===== src/soc_dmem_cfg.svh =====
`ifndef SOC_DMEM_CFG_SVH
`define SOC_DMEM_CFG_SVH

// ----------------------------------------------------------
// Data path geometry
// ----------------------------------------------------------

// Core data and address width
`define DMEM_DWIDTH         32

// ----------------------------------------------------------
// Timer placement in the data address map
// ----------------------------------------------------------

// Address hits the timer when (addr & mask) == pattern
`define TIMER_ADDR_MASK     32'hFFFF_FFE0
`define TIMER_ADDR_PATTERN  32'h0049_0000

// Offset field width, the bits cleared in the mask
`define TIMER_OFS_W         5

// ----------------------------------------------------------
// Timer register offsets
// ----------------------------------------------------------

`define TIMER_OFS_CTRL      5'h00   // Enable bit in bit 0
`define TIMER_OFS_MTIMELO   5'h08   // mtime[31:0]
`define TIMER_OFS_MTIMEHI   5'h0C   // mtime[63:32]
`define TIMER_OFS_CMPLO     5'h10   // mtimecmp[31:0]
`define TIMER_OFS_CMPHI     5'h14   // mtimecmp[63:32]

// Offset 04 left unused, gives ready-error

`endif


===== src/soc_dmem_pkg.sv =====
`include "soc_dmem_cfg.svh"

package soc_dmem_pkg;

    // ----------------------------------------------------------
    // Memory interface encodings
    // ----------------------------------------------------------

    // Reply state on the resp lines
    typedef enum logic [1:0] {
        MEM_RESP_IDLE   = 2'b00,    // No reply this cycle
        MEM_RESP_RDY_OK = 2'b01,    // Done, data valid on reads
        MEM_RESP_RDY_ER = 2'b10     // Done with error
    } mem_resp_e;

    // Access size
    typedef enum logic [1:0] {
        MEM_WIDTH_BYTE = 2'b00,
        MEM_WIDTH_HALF = 2'b01,
        MEM_WIDTH_WORD = 2'b10
    } mem_width_e;

    // ----------------------------------------------------------
    // Request and reply bundles
    // ----------------------------------------------------------

    typedef struct packed {
        logic                       cmd;    // 1 = write
        mem_width_e                 width;
        logic [`DMEM_DWIDTH-1:0]    addr;
        logic [`DMEM_DWIDTH-1:0]    wdata;
    } dmem_req_t;                           // 67 bits

    typedef struct packed {
        mem_resp_e                  resp;
        logic [`DMEM_DWIDTH-1:0]    rdata;
    } dmem_rsp_t;                           // 34 bits

    // Timer control register layout
    typedef struct packed {
        logic [30:0]                rsvd;   // Reads back zero
        logic                       enable; // Counter runs when set
    } timer_ctrl_t;

    // One write word, two views of it
    typedef union packed {
        logic [31:0]                count;  // mtime / mtimecmp half
        timer_ctrl_t                ctrl;   // Control register fields
    } timer_wdata_u;

endpackage


===== src/dmem_mtimer.sv =====
`include "soc_dmem_cfg.svh"

module dmem_mtimer import soc_dmem_pkg::*; (
    input  logic        core_clk_i,
    input  logic        arst_n_i,
    // Memory side
    input  logic        issue_i,
    input  dmem_req_t   req_i,
    output dmem_rsp_t   rsp_o,
    // Timer outputs
    output logic [63:0] timer_val_o,
    output logic        timer_irq_o
);

    // ----------------------------------------------------------
    // Local signals
    // ----------------------------------------------------------
    logic [63:0]            mtime_q;
    logic [63:0]            mtimecmp_q;
    logic                   enable_q;
    mem_resp_e              resp_q;
    logic [31:0]            rdata_q;
    timer_wdata_u           wdata;
    logic [`TIMER_OFS_W-1:0] ofs;
    logic                   acc_ok;     // Word access to a known offset
    logic                   wr_en;
    logic [31:0]            rd_val;

    assign wdata = req_i.wdata;
    assign ofs   = req_i.addr[`TIMER_OFS_W-1:0];

    // Offset decode and read mux
    always_comb begin
        acc_ok = (req_i.width == MEM_WIDTH_WORD);   // Word only
        rd_val = '0;
        case (ofs)
            `TIMER_OFS_CTRL:    rd_val = {31'd0, enable_q};
            `TIMER_OFS_MTIMELO: rd_val = mtime_q[31:0];
            `TIMER_OFS_MTIMEHI: rd_val = mtime_q[63:32];
            `TIMER_OFS_CMPLO:   rd_val = mtimecmp_q[31:0];
            `TIMER_OFS_CMPHI:   rd_val = mtimecmp_q[63:32];
            default:            acc_ok = 1'b0;      // Hole in the map
        endcase
    end

    assign wr_en = issue_i & req_i.cmd & acc_ok;

    // ----------------------------------------------------------
    // Registers and counter
    // ----------------------------------------------------------
    always_ff @(posedge core_clk_i or negedge arst_n_i) begin
        if (!arst_n_i) begin
            mtime_q    <= '0;
            mtimecmp_q <= '1;       // No irq until programmed
            enable_q   <= 1'b0;
        end else begin
            // Software write beats the increment
            if (wr_en && (ofs == `TIMER_OFS_MTIMELO)) begin
                mtime_q <= {mtime_q[63:32], wdata.count};
            end else if (wr_en && (ofs == `TIMER_OFS_MTIMEHI)) begin
                mtime_q <= {wdata.count, mtime_q[31:0]};
            end else if (enable_q) begin
                mtime_q <= mtime_q + 64'd1;
            end
            if (wr_en && (ofs == `TIMER_OFS_CMPLO)) begin
                mtimecmp_q[31:0] <= wdata.count;
            end
            if (wr_en && (ofs == `TIMER_OFS_CMPHI)) begin
                mtimecmp_q[63:32] <= wdata.count;
            end
            if (wr_en && (ofs == `TIMER_OFS_CTRL)) begin
                enable_q <= wdata.ctrl.enable;  // Control view of the word
            end
        end
    end

    // Reply, one cycle after issue
    always_ff @(posedge core_clk_i or negedge arst_n_i) begin
        if (!arst_n_i) begin
            resp_q <= MEM_RESP_IDLE;
        end else if (issue_i) begin
            resp_q <= acc_ok ? MEM_RESP_RDY_OK : MEM_RESP_RDY_ER;
        end else begin
            resp_q <= MEM_RESP_IDLE;
        end
    end

    always_ff @(posedge core_clk_i) begin
        if (issue_i) begin
            rdata_q <= rd_val;      // Pre-write value on writes
        end
    end

    assign rsp_o.resp   = resp_q;
    assign rsp_o.rdata  = rdata_q;
    assign timer_val_o  = mtime_q;
    // Level irq while the compare holds
    assign timer_irq_o  = enable_q & (mtime_q >= mtimecmp_q);

    // Single-cycle reply per issue, decoder must not reissue back to back
    a_rsp_after_issue : assert property (
        @(posedge core_clk_i) disable iff (!arst_n_i)
        issue_i |=> (rsp_o.resp != MEM_RESP_IDLE) ##1 (rsp_o.resp == MEM_RESP_IDLE)
    );

endmodule


===== src/dmem_port_decode.sv =====
`include "soc_dmem_cfg.svh"

module dmem_port_decode import soc_dmem_pkg::*; (
    input  logic        core_clk_i,
    input  logic        arst_n_i,
    // Core side
    input  logic        req_i,
    input  dmem_req_t   req_data_i,
    input  logic        done_i,         // From result stage
    output logic        req_ack_o,
    // Unit side
    output dmem_req_t   issue_req_o,    // Held until next accept
    output logic        timer_issue_o,
    output logic        wb_issue_o
);

    // ----------------------------------------------------------
    // Local signals
    // ----------------------------------------------------------
    logic       busy_q;         // Transaction in flight
    logic       pend_q;         // Captured, issue due next edge
    dmem_req_t  req_q;
    logic       timer_hit;
    logic       timer_iss_q;
    logic       wb_iss_q;
    logic       issue_any;

    // Accept only when idle, combinational so the core sees it same cycle
    assign req_ack_o = req_i & ~busy_q;

    // Mask/pattern compare on the held address
    assign timer_hit = (req_q.addr & `TIMER_ADDR_MASK) == `TIMER_ADDR_PATTERN;

    // ----------------------------------------------------------
    // Control
    // ----------------------------------------------------------
    always_ff @(posedge core_clk_i or negedge arst_n_i) begin
        if (!arst_n_i) begin
            busy_q      <= 1'b0;
            pend_q      <= 1'b0;
            timer_iss_q <= 1'b0;
            wb_iss_q    <= 1'b0;
        end else begin
            if (req_ack_o) begin
                busy_q <= 1'b1;
            end else if (done_i) begin
                busy_q <= 1'b0;     // Reply shown, free next cycle
            end
            pend_q      <= req_ack_o;
            // Exactly one unit gets the pulse
            timer_iss_q <= pend_q & timer_hit;
            wb_iss_q    <= pend_q & ~timer_hit;
        end
    end

    // Request payload, captured at accept
    always_ff @(posedge core_clk_i) begin
        if (req_ack_o) begin
            req_q <= req_data_i;
        end
    end

    assign issue_req_o   = req_q;   // Same bundle to both units
    assign timer_issue_o = timer_iss_q;
    assign wb_issue_o    = wb_iss_q;
    assign issue_any     = timer_iss_q | wb_iss_q;

    // ----------------------------------------------------------
    // Checks
    // ----------------------------------------------------------

    // One issue, then quiet until the result stage reports done
    a_single_outstanding : assert property (
        @(posedge core_clk_i) disable iff (!arst_n_i)
        issue_any |=> (!issue_any throughout done_i[->1])
    );

endmodule


===== src/dmem_resp_stage.sv =====
module dmem_resp_stage import soc_dmem_pkg::*; (
    input  logic        core_clk_i,
    input  logic        arst_n_i,
    input  dmem_rsp_t   timer_rsp_i,
    input  dmem_rsp_t   wb_rsp_i,
    output dmem_rsp_t   rsp_o,          // To core, one cycle
    output logic        done_o          // To decoder, frees busy
);

    mem_resp_e      resp_q;
    logic [31:0]    rdata_q;
    logic           timer_vld;
    logic           wb_vld;

    assign timer_vld = (timer_rsp_i.resp != MEM_RESP_IDLE);
    assign wb_vld    = (wb_rsp_i.resp != MEM_RESP_IDLE);

    // ----------------------------------------------------------
    // Reply merge
    // ----------------------------------------------------------
    always_ff @(posedge core_clk_i or negedge arst_n_i) begin
        if (!arst_n_i) begin
            resp_q <= MEM_RESP_IDLE;
        end else begin
            resp_q <= timer_vld ? timer_rsp_i.resp : wb_rsp_i.resp;   // Idle when neither
        end
    end

    always_ff @(posedge core_clk_i) begin
        if (timer_vld) begin
            rdata_q <= timer_rsp_i.rdata;
        end else if (wb_vld) begin
            rdata_q <= wb_rsp_i.rdata;
        end
    end

    assign rsp_o.resp  = resp_q;
    assign rsp_o.rdata = rdata_q;
    assign done_o      = (resp_q != MEM_RESP_IDLE);    // Same cycle as core reply

    // Only the issued unit may answer
    a_one_reply : assert property (
        @(posedge core_clk_i) disable iff (!arst_n_i)
        !(timer_vld && wb_vld)
    );

endmodule


===== src/dmem_subsys_top.sv =====
module dmem_subsys_top import soc_dmem_pkg::*; (
    input  logic        core_clk_i,
    input  logic        arst_n_i,
    // Core data port
    input  logic        req_i,
    input  dmem_req_t   req_data_i,
    output logic        req_ack_o,
    output dmem_rsp_t   rsp_o,
    // Timer
    output logic [63:0] timer_val_o,
    output logic        timer_irq_o,
    // Wishbone data master
    output logic        wbd_stb_o,
    output logic [31:0] wbd_adr_o,
    output logic        wbd_we_o,
    output logic [31:0] wbd_dat_o,
    output logic [3:0]  wbd_sel_o,
    input  logic [31:0] wbd_dat_i,
    input  logic        wbd_ack_i,
    input  logic        wbd_err_i
);

    // ----------------------------------------------------------
    // Interconnect
    // ----------------------------------------------------------
    dmem_req_t  issue_req;          // Held request to both units
    logic       timer_issue;
    logic       wb_issue;
    dmem_rsp_t  timer_rsp;
    dmem_rsp_t  wb_rsp;
    logic       done;               // Result stage back to decoder

    dmem_port_decode i_port_decode (
        .core_clk_i    (core_clk_i ),
        .arst_n_i      (arst_n_i   ),
        .req_i         (req_i      ),
        .req_data_i    (req_data_i ),
        .done_i        (done       ),
        .req_ack_o     (req_ack_o  ),
        .issue_req_o   (issue_req  ),
        .timer_issue_o (timer_issue),
        .wb_issue_o    (wb_issue   )
    );

    dmem_mtimer i_timer (
        .core_clk_i  (core_clk_i ),
        .arst_n_i    (arst_n_i   ),
        .issue_i     (timer_issue),
        .req_i       (issue_req  ),
        .rsp_o       (timer_rsp  ),
        .timer_val_o (timer_val_o),
        .timer_irq_o (timer_irq_o)
    );

    dmem_wb_bridge i_dmem_wb (
        .core_clk_i (core_clk_i),
        .arst_n_i   (arst_n_i  ),
        .issue_i    (wb_issue  ),
        .req_i      (issue_req ),
        .rsp_o      (wb_rsp    ),
        .wbd_stb_o  (wbd_stb_o ),
        .wbd_adr_o  (wbd_adr_o ),
        .wbd_we_o   (wbd_we_o  ),
        .wbd_dat_o  (wbd_dat_o ),
        .wbd_sel_o  (wbd_sel_o ),
        .wbd_dat_i  (wbd_dat_i ),
        .wbd_ack_i  (wbd_ack_i ),
        .wbd_err_i  (wbd_err_i )
    );

    dmem_resp_stage i_resp_stage (
        .core_clk_i  (core_clk_i),
        .arst_n_i    (arst_n_i  ),
        .timer_rsp_i (timer_rsp ),
        .wb_rsp_i    (wb_rsp    ),
        .rsp_o       (rsp_o     ),
        .done_o      (done      )
    );

endmodule


===== src/dmem_wb_bridge.sv =====
module dmem_wb_bridge import soc_dmem_pkg::*; (
    input  logic        core_clk_i,
    input  logic        arst_n_i,
    // From decoder
    input  logic        issue_i,
    input  dmem_req_t   req_i,      // Held by the decoder for the whole transfer
    output dmem_rsp_t   rsp_o,
    // Wishbone data master
    output logic        wbd_stb_o,
    output logic [31:0] wbd_adr_o,
    output logic        wbd_we_o,
    output logic [31:0] wbd_dat_o,
    output logic [3:0]  wbd_sel_o,
    input  logic [31:0] wbd_dat_i,
    input  logic        wbd_ack_i,
    input  logic        wbd_err_i
);

    logic           stb_q;
    mem_resp_e      resp_q;
    logic [31:0]    rdata_q;
    logic           xfer_end;   // Slave closed the cycle

    assign xfer_end = stb_q & (wbd_ack_i | wbd_err_i);

    // ----------------------------------------------------------
    // Strobe and reply
    // ----------------------------------------------------------
    always_ff @(posedge core_clk_i or negedge arst_n_i) begin
        if (!arst_n_i) begin
            stb_q  <= 1'b0;
            resp_q <= MEM_RESP_IDLE;
        end else begin
            if (issue_i) begin
                stb_q <= 1'b1;          // Edge after issue
            end else if (xfer_end) begin
                stb_q <= 1'b0;
            end
            // ack wins if both show up
            if (stb_q && wbd_ack_i) begin
                resp_q <= MEM_RESP_RDY_OK;
            end else if (stb_q && wbd_err_i) begin
                resp_q <= MEM_RESP_RDY_ER;
            end else begin
                resp_q <= MEM_RESP_IDLE;
            end
        end
    end

    always_ff @(posedge core_clk_i) begin
        if (stb_q && wbd_ack_i) begin
            rdata_q <= wbd_dat_i;
        end
    end

    // Byte lanes from size and low address bits
    always_comb begin
        case (req_i.width)
            MEM_WIDTH_BYTE: wbd_sel_o = 4'b0001 << req_i.addr[1:0];
            MEM_WIDTH_HALF: wbd_sel_o = req_i.addr[1] ? 4'b1100 : 4'b0011;
            default:        wbd_sel_o = 4'b1111;   // Word
        endcase
    end

    assign wbd_stb_o   = stb_q;
    assign wbd_adr_o   = req_i.addr;    // Unchanged, slave ignores [1:0]
    assign wbd_we_o    = req_i.cmd;
    assign wbd_dat_o   = req_i.wdata;
    assign rsp_o.resp  = resp_q;
    assign rsp_o.rdata = rdata_q;

    // Bus held steady while the slave stalls
    a_wb_stable : assert property (
        @(posedge core_clk_i) disable iff (!arst_n_i)
        (wbd_stb_o && !(wbd_ack_i || wbd_err_i)) |=> (wbd_stb_o && $stable(wbd_adr_o))
    );

endmodule


===== config.mk =====
export PLATFORM = sky130hd
export DESIGN_NAME = dmem_subsys_top
export DESIGN_NICKNAME = d
export VERILOG_FILES = /design/src/soc_dmem_pkg.sv /design/src/dmem_mtimer.sv /design/src/dmem_port_decode.sv /design/src/dmem_resp_stage.sv /design/src/dmem_subsys_top.sv /design/src/dmem_wb_bridge.sv
export VERILOG_INCLUDE_DIRS = /design/src
export SDC_FILE = /design/constraint.sdc
export NUM_CORES = 1
export LEC_CHECK = 0
export BUFFER_PORTS_ARGS = -buffer_cell sky130_fd_sc_hd__buf_2
export CAP_MARGIN = 20
export CORE_ASPECT_RATIO = 0.75
export CORE_MARGIN = 2
export CORE_UTILIZATION = 35
export CTS_BUF_LIST = sky130_fd_sc_hd__clkbuf_16
export DETAILED_ROUTE_END_ITERATION = 10
export GPL_TIMING_DRIVEN = 0
export PLACE_DENSITY = 0.63
export SLEW_MARGIN = 20
export SYNTH_ARGS = -nofsm -noshare
export SYNTH_HDL_FRONTEND = slang
export SYNTH_SLANG_ARGS = --single-unit

===== constraint.sdc =====
create_clock -name core_clk_i -period 4.5 [get_ports core_clk_i]
set_input_delay 0.225 -clock core_clk_i [delete_from_list [all_inputs] [get_ports core_clk_i]]
set_output_delay 0.225 -clock core_clk_i [all_outputs]
set_load 0.02 [all_outputs]

==> metrics.md, run 1 <==
| Metric | Value |
|---|---|
| I/O pin count | between 200 and 300 |
| Max cap viols | 0 |
| RD Place Congestion | 0.903 |
| N_diodes | 0 |
| Drt wl/cell | approximately 21 um |
| Critical Path RT | 4.93 ns |
| PD cells | about 360 mW/mm2 |
| Maximum vdd drop | slightly below 0.3 mV |
| Layout Utilization | between 40% and 50% |
| Fin. Hold Viols | 0 |
| Final Max Slew Viols | 0 |
| Worst slew margin | between 20% and 30% |
| Avg Synthesized Cell Area | 11.6 um2 |
| Synth Cell Area | about 0.015 mm2 |
| Initial antenna violation count | 2 |
| Sequential-to-total area share from yosys stat | between 50% and 60% |
| Post-CTS Setup Bufs | 0 |
| Fmax | 0.265 GHz |
| Seq cells post-synth | 303 |
| Post-Syn Nets | ~1,500 |
| Placed insts | around 2,100 |
| Fin crit period | around 3.8 ns |
| RSZ-0062 raised after global routing | false |
| Crit-path cells | or4b_4 -> a211oi_1 -> nand3_1 -> nor2_2 -> clkbuf_1 -> o21ai_0 |
| Clk_lat worst skew | roughly 0.55 ns |
| Non-filler cells, final | roughly 2,300 |
| Most common library cells after synthesis | edfxtp_1 (163), nand2_1 (125), o21ai_0 (106) |
| Syn. warnings | 0 |
| Die W | 243 um |
| Slowest stage delay, CP | between 0.8 and 0.9 ns |
| Mux cell area share after synthesis | under 10% |
| Slew @ Worst Pin | 1.16 ns |
| Die area | ~0.044 mm2 |
| Area delta synth->final | 29.1% |
| Vias in the first global route | approximately 12,000 |
| FP Rows | between 60 and 70 |
| Synth top area share | between 30 and 40% |
| DP Area | between 0.015 and 0.02 mm2 |
| Cell count along the critical path | 6 |
| CTS tree | yes |
| TritonCTS buffer count | 35 |
| Buffers & Inverters on Critical Path | 1 |
| Worst R2R Path Depth | 6 |
| CTS H-Tree Depth | 2 |
| Crit end category | register |
| Buffers on Ports | 273 |
| Die H | between 150 and 200 um |
| Hold Path Stages | 3 |
| Iteration-0 DRC Markers | ~1,000 |
| Status | finished clean |
| Remaining DRCs | 0 |
| Area leader, netlist | edfxtp_1 |
| Top post-synthesis cells by area | edfxtp_1 (33%), dfrtp_1 (13%), dfstp_2 (11%) |
| GRT Total Usage | between 20% and 30% |
| Delay-heaviest family, CP | simple AND/OR/NAND/NOR gates |
| Post-Synth Simple-Gate Area | 11.4% |
| Post-CTS resize count | 0 |
| Worst EP arrival | 4.20 ns |
| Final instance area | approximately 0.019 mm2 |
| Lkg Pwr | 0.00789 uW |
| Final number of setup-violating endpoints | 0 |
| Worst Path Max Fanout | 10 |
| Critical Path Source Type | register |
| CTS Root Cell | clkbuf_16 |
| Synth Area in XOR/XNOR | between 1.5 and 2% |
| Largest net degree at the start of global routing | 73 |
| Total Power | just under 7000 uW |
| Via Count | between 10,000 and 15,000 |
| Max Root-Sink Buffers | 3 |
| Synth Area in Compound Gates | about a tenth |
| Largest family of logic cells by synthesized area | simple AND/OR/NAND/NOR gates |
| Hold/Removal Path Class | input pin to register |
| Post-synth EDFFs | between 150 and 200 |
| Ys flop type | edfxtp_1 |
| Most numerous cell in the Yosys netlist | edfxtp_1 |
| Routed WL | between 40,000 and 50,000 um |
| Clk_skew | 0.0246 ns |
| Crit path kind | register to register |
| Post-CTS Hold Buffers | around 100 |
| Cells after Synth | ~1,300 |
| First-pass GRT wire length | between 70,000 and 80,000 um |
| Yosys cell types | 69 |
| Post-Synth Adder-Cell Area | around 5.4% |
| Vias/cell | 5.18 |
| Starting density of the core | a little over a third |
| Setup_tns | 0 ns |
| Tcrit/Tclk final | a little over four fifths |
| Post-route ant nets | 0 |
| Slowest stage cell on the critical path | a211oi_1 |
| Clock Sinks | ~300 |
| Ratio of cells with drive above 1 in the final layout | between 30% and 40% |
| Post-DP HPWL | between 30,000 and 40,000 um |
| CORE AREA | 0.0421 mm2 |
| Async S/R FF share, synth | between 40% and 50% |
| NumNets Final | ~1,900 |
| 1st-pass router iterations | 5 |
| Grt ovf | 0 |
| Worst-path clk slew | approximately 0.06 ns |
## flip-flops by register name (all words and copies together), names as in the netlist
signal / count
i_dmem_wb.rdata_q: 32
i_timer.rdata_q: 32
i_dmem_wb.wbd_stb_o: 1
i_timer.resp_q: 2
i_timer.timer_val_o: 64
i_port_decode.timer_issue_o: 1
i_resp_stage.resp_q: 2
i_resp_stage.rdata_q: 32
i_port_decode.pend_q: 1
i_port_decode.wb_issue_o: 1
i_dmem_wb.resp_q: 2
i_port_decode.busy_q: 1
i_port_decode.issue_req_o: 67
i_timer.mtimecmp_q: 64
i_timer.enable_q: 1
## final timing paths
check                                                    from  slack, ns                 endpoint
max in group asynchronous                            arst_n_i       3.43   i_timer.mtimecmp_q[12]
worst min register to register       i_port_decode.wb_issue_o       0.43      i_dmem_wb.wbd_stb_o
min in group asynchronous                            arst_n_i       0.26  i_timer.timer_val_o[57]
worst max register to register  i_port_decode.issue_req_o[33]       0.73   i_timer.mtimecmp_q[42]
worst max-delay path            i_port_decode.issue_req_o[33]       0.73   i_timer.mtimecmp_q[42]
worst min-delay path                                wbd_ack_i       0.13      i_dmem_wb.wbd_stb_o
## per-layer routing
metal | vias to the layer above | routed length [um] | global-route usage (%)
li1 | 5476 | - | -
met1 | 5852 | 22600 | 32.1
met2 | 521 | 21600 | 33.5
met3 | 81 | 3950 | 4.45
met4 | 0 | 1050 | 5.64
met5 | - | 0 | 0
## tightest hold or removal path, cell delays in order
cell and delay (ns):
buf_2 0.09, nor3b_1 0.05, or2_2 0.26
## cell type report
| cell class | count | area, um2 |
|---|---|---|
| flip-flops and latches | 303 | 8480 |
| inverters | 76 | 285 |
| clock buffers | 35 | 876 |
| clock inverters | 29 | 179 |
| fillers | 3911 | 22800 |
| well taps | 569 | 712 |
| multi-input cells | 789 | 5470 |
| repair buffers | 384 | 2570 |
| plain buffers | 119 | 769 |
## kinds of logic (layout without fill, tap and decap cells)
logic type      after synthesis  after routing
simple gates                342            342
flops                       303            303
compound gates              251            251
buf+inv                     195            643
mux                         100            100
fa+ha+maj                    65             65
xor+xnor                     31             31
## cell usage in the layout (no fill, tap or decap), types with 7 or more instances in the layout
cell type        n
nand4_1         28
o211ai_1         7
nand2_1        124
buf_4           66
clkinv_1         7
o21ai_0        106
a21oi_1         48
a211oi_1        11
and3_1          13
mux2i_1         35
xnor2_1         25
buf_6            7
dfrtp_1         75
nand3_1         27
mux2_2          65
clkbuf_1        26
clkbuf_16       35
buf_2          290
dfstp_2         64
ha_1            65
dlygate4sd3_1  103
a22oi_1         33
nor4_1          19
nor3_1          27
nor2_1          55
edfxtp_1       163
inv_1           82
a21o_1           7
## where the power goes
part / switching, uW / leakage [uW] / internal, uW
registers: 153 / 0.00315 / 3190
logic: 536 / 0.00420 / 398
clock network: 1200 / 0.000539 / 1490
## metrics by stage
| stage | setup WS [ns] | hold slack (ns) |
|---|---|---|
| 2_1_floorplan | 0.312 | -0.0706 |
| 3_3_place_gp | -1.92 | 0.401 |
| 3_5_place_dp | 0.763 | 0.246 |
| 4_1_cts | 0.763 | 0.114 |
| 5_1_grt | 0.544 | 0.130 |
| 6_report | 0.729 | 0.130 |
No activity file was read; power rests on OpenSTA's default activity.
==> inputs of run 2 (changes only) <==
clock period = 3.6 ns   (was 4.5 ns; I/O delays follow)
==> metrics.md, run 2 (synthesized netlist as in run 1, its figures left out) <==
| Metric | Value |
|---|---|
| R2r endpoint | i_timer.mtimecmp_q[37] |
| Worst R2R Path Depth | 6 (unchanged) |
| 1st-pass router iterations | 6 (+1) |
| Final number of setup-violating endpoints | 0 (unchanged) |
| Largest net degree at the start of global routing | 72 (-1.4%) |
| CTS H-Tree Depth | 2 (unchanged) |
| Layout Utilization | 46.1% (+0.18 points) |
| FP Rows | 65 (unchanged) |
| Critical Path Source Type | register |
| Clock Sinks | 303 (unchanged) |
| Fmax | around 0.29 GHz |
| Starting density of the core | 35.6% (unchanged) |
| Seq. cell area | 0.00848 mm2 (unchanged) |
| Fin crit period | between 3 and 4 ns |
| TritonCTS buffer count | 35 (unchanged) |
| I/O pin count | 274 (unchanged) |
| Initial antenna violation count | 1 (-1) |
| Final Max Slew Viols | 0 (unchanged) |
| Die W | 243 um (unchanged) |
| Area delta synth->final | 29.6% |
| RD Place Congestion | 0.914 (+1.2%) |
| Max Root-Sink Buffers | 3 (unchanged) |
| Reg-to-reg startpoint | i_port_decode.issue_req_o[33] |
| Commonest non-fill, non-tap cell in the layout | buf_2 |
| Drt wl/cell | 21.3 um (about the same) |
| PD cells | 456 mW/mm2 (+27%) |
| Placed insts | 2,136 (unchanged) |
| Die H | 183 um (unchanged) |
| Buffers on Ports | 273 (unchanged) |
| Remaining DRCs | 0 (unchanged) |
| Worst Path Max Fanout | 3 (-7) |
| Vias/cell | 5.18 (about the same) |
| R2R setup slack | 0.18 ns (-0.55 ns) |
| Ratio of cells with drive above 1 in the final layout | 33.3% (-0.25 points) |
| Die area | 0.0445 mm2 (unchanged) |
| Critical Path RT | 3.42 ns (-1.51 ns) |
| Worst EP arrival | 3.27 ns (-0.93 ns) |
| CORE AREA | 0.0421 mm2 (unchanged) |
| Crit end category | primary output |
| Iteration-0 DRC Markers | 1,102 (+7.9%) |
| Hold Crit Endpoint | i_port_decode.busy_q |
| Worst-path clk slew | 0.06 ns (about the same) |
| Fin. Hold Viols | 0 (unchanged) |
| Largest register FFs | 67 (unchanged) |
| Routed WL | 49,200 um (about the same) |
| Max cap viols | 0 (unchanged) |
| Area of the multi-input gates | 0.00549 mm2 (+0.34%) |
| Grt ovf | 0 (unchanged) |
| Lkg Pwr | 0.00792 uW (+0.38%) |
| HP Start | req_i |
| Vias in the first global route | 11,800 (+0.87%) |
| Worst slew margin | 25.8% (+2.9 points) |
| FILL cells | 3,874 (-0.95%) |
| First-pass GRT wire length | 73,300 um (-1.1%) |
| CTS Root Cell | clkbuf_16 |
| Commonest non-fill, non-tap cells in the layout | buf_2 (289), edfxtp_1 (163), nand2_1 (124) |
| RSZ-0062 raised after global routing | false |
| CTS tree | yes |
| Hold/Removal Path Class | input pin to register |
| Non-filler cells, final | 2,305 (+0.043%) |
| Crit path kind | register to primary output |
| Status | finished clean |
| Clk_skew | 0.0105 ns (-0.0140 ns) |
| Post-route ant nets | 0 (unchanged) |
| Slew @ Worst Pin | 1.11 ns (-0.0428 ns) |
| Post-CTS Setup Bufs | 0 (unchanged) |
| Hold Path Stages | 3 (unchanged) |
| Maximum vdd drop | 0.292 mV (+0.61%) |
| Tcrit/Tclk final | 95.8% |
| NumNets Final | 1,876 (-0.053%) |
| Post-DP HPWL | 35,300 um (-0.36%) |
| Via Count | 11,900 (+0.092%) |
| Clk_lat worst skew | 0.53 ns (-0.02 ns) |
| GRT Total Usage | 21.9% (-0.20 points) |
## run 2: cell count changes in the layout (fill, tap and decap cells not counted), moves of 2 or more
| cell | change |
|---|---|
| clkinv_1 | +4 |
| diode_2 | +3 |
| clkbuf_16 | +2 |
| nor4_1 | -2 |
| nor4_2 | +2 |
| inv_1 | +2 |
| clkinvlp_4 | -2 |
| clkinv_2 | -5 |
| bufinv_16 | +2 |
| inv_6 | -4 |
## run 2: power by group
part / total, uW / internal, uW / switching, uW / leakage [uW]
clock: 3510 / 2070 / 1440 / 0.000575
combinational: 1170 / 496 / 671 / 0.00419
sequential: 4170 / 3980 / 192 / 0.00315
total: 8850 / 6540 / 2300 / 0.00792
## run 2: how the worst max path moves through the flow
stage                                   from                      endpoint  depth (start not counted)  slack [ns]
2_1_floorplan           i_port_decode.busy_q  i_port_decode.issue_req_o[0]                          1        0.85
5_1_grt        i_port_decode.issue_req_o[33]        i_timer.mtimecmp_q[37]                          6        0.01
4_1_cts               i_timer.mtimecmp_q[29]                   timer_irq_o                          8        0.12
3_5_place_dp   i_port_decode.issue_req_o[33]        i_timer.mtimecmp_q[37]                          6       -0.11
3_3_place_gp            i_port_decode.busy_q                     req_ack_o                          2       -0.41
6_report              i_timer.mtimecmp_q[27]                   timer_irq_o                          8        0.15
## run 2: timing repair
item | 4_1_cts | 5_1_grt
setup endpoints to repair | 22 | 1
resized for setup | 2 | 1
hold endpoints to repair | 139 | 0
hold buffers | 102 | 0
## run 2: critical path, stage by stage (launching register included)
cell and delay [ns]:
dfstp_2 0.56, inv_1 0.07, ha_1 0.31, nand4_1 0.23
nor4_2 0.47, nor3b_1 0.38, a21oi_1 0.12, o21ai_0 0.36
buf_2 0.24
## run 2: area by class of cell
type / count / area share (%)
multi-input combinational: 789 / 28.3
antenna: 3 / 0.0387
tap: 569 / 3.67
inverter: 76 / 1.47
sequential: 303 / 43.7
clock buffer: 37 / 4.77
buffer: 119 / 3.96
timing repair buffer: 383 / 13.2
clock inverter: 26 / 0.954
## run 2: routing by layer
| layer | global-route usage, % | part of all wire, % |
|---|---|---|
| met2 | 33.2 | 44 |
| met4 | 5.87 | 2.1 |
| met1 | 31.0 | 45 |
| met3 | 5.55 | 9.0 |
| met5 | 0 | 0 |
## run 2: per-stage QoR
stage	setup TNS, ns	total power [uW]	worst slack [ns]	cell area (um2)	hold slack, ns
floorplan	0	4790	0.851	15000	-0.116
global placement	-13.64	5250	-0.411	17100	0.356
detailed placement	-0.904	5320	-0.112	17200	0.199
CTS	0	8930	0.120	19400	0.0787
global route	0	9180	0.0130	19400	0.0863
finish	0	8850	0.150	19400	0.0885
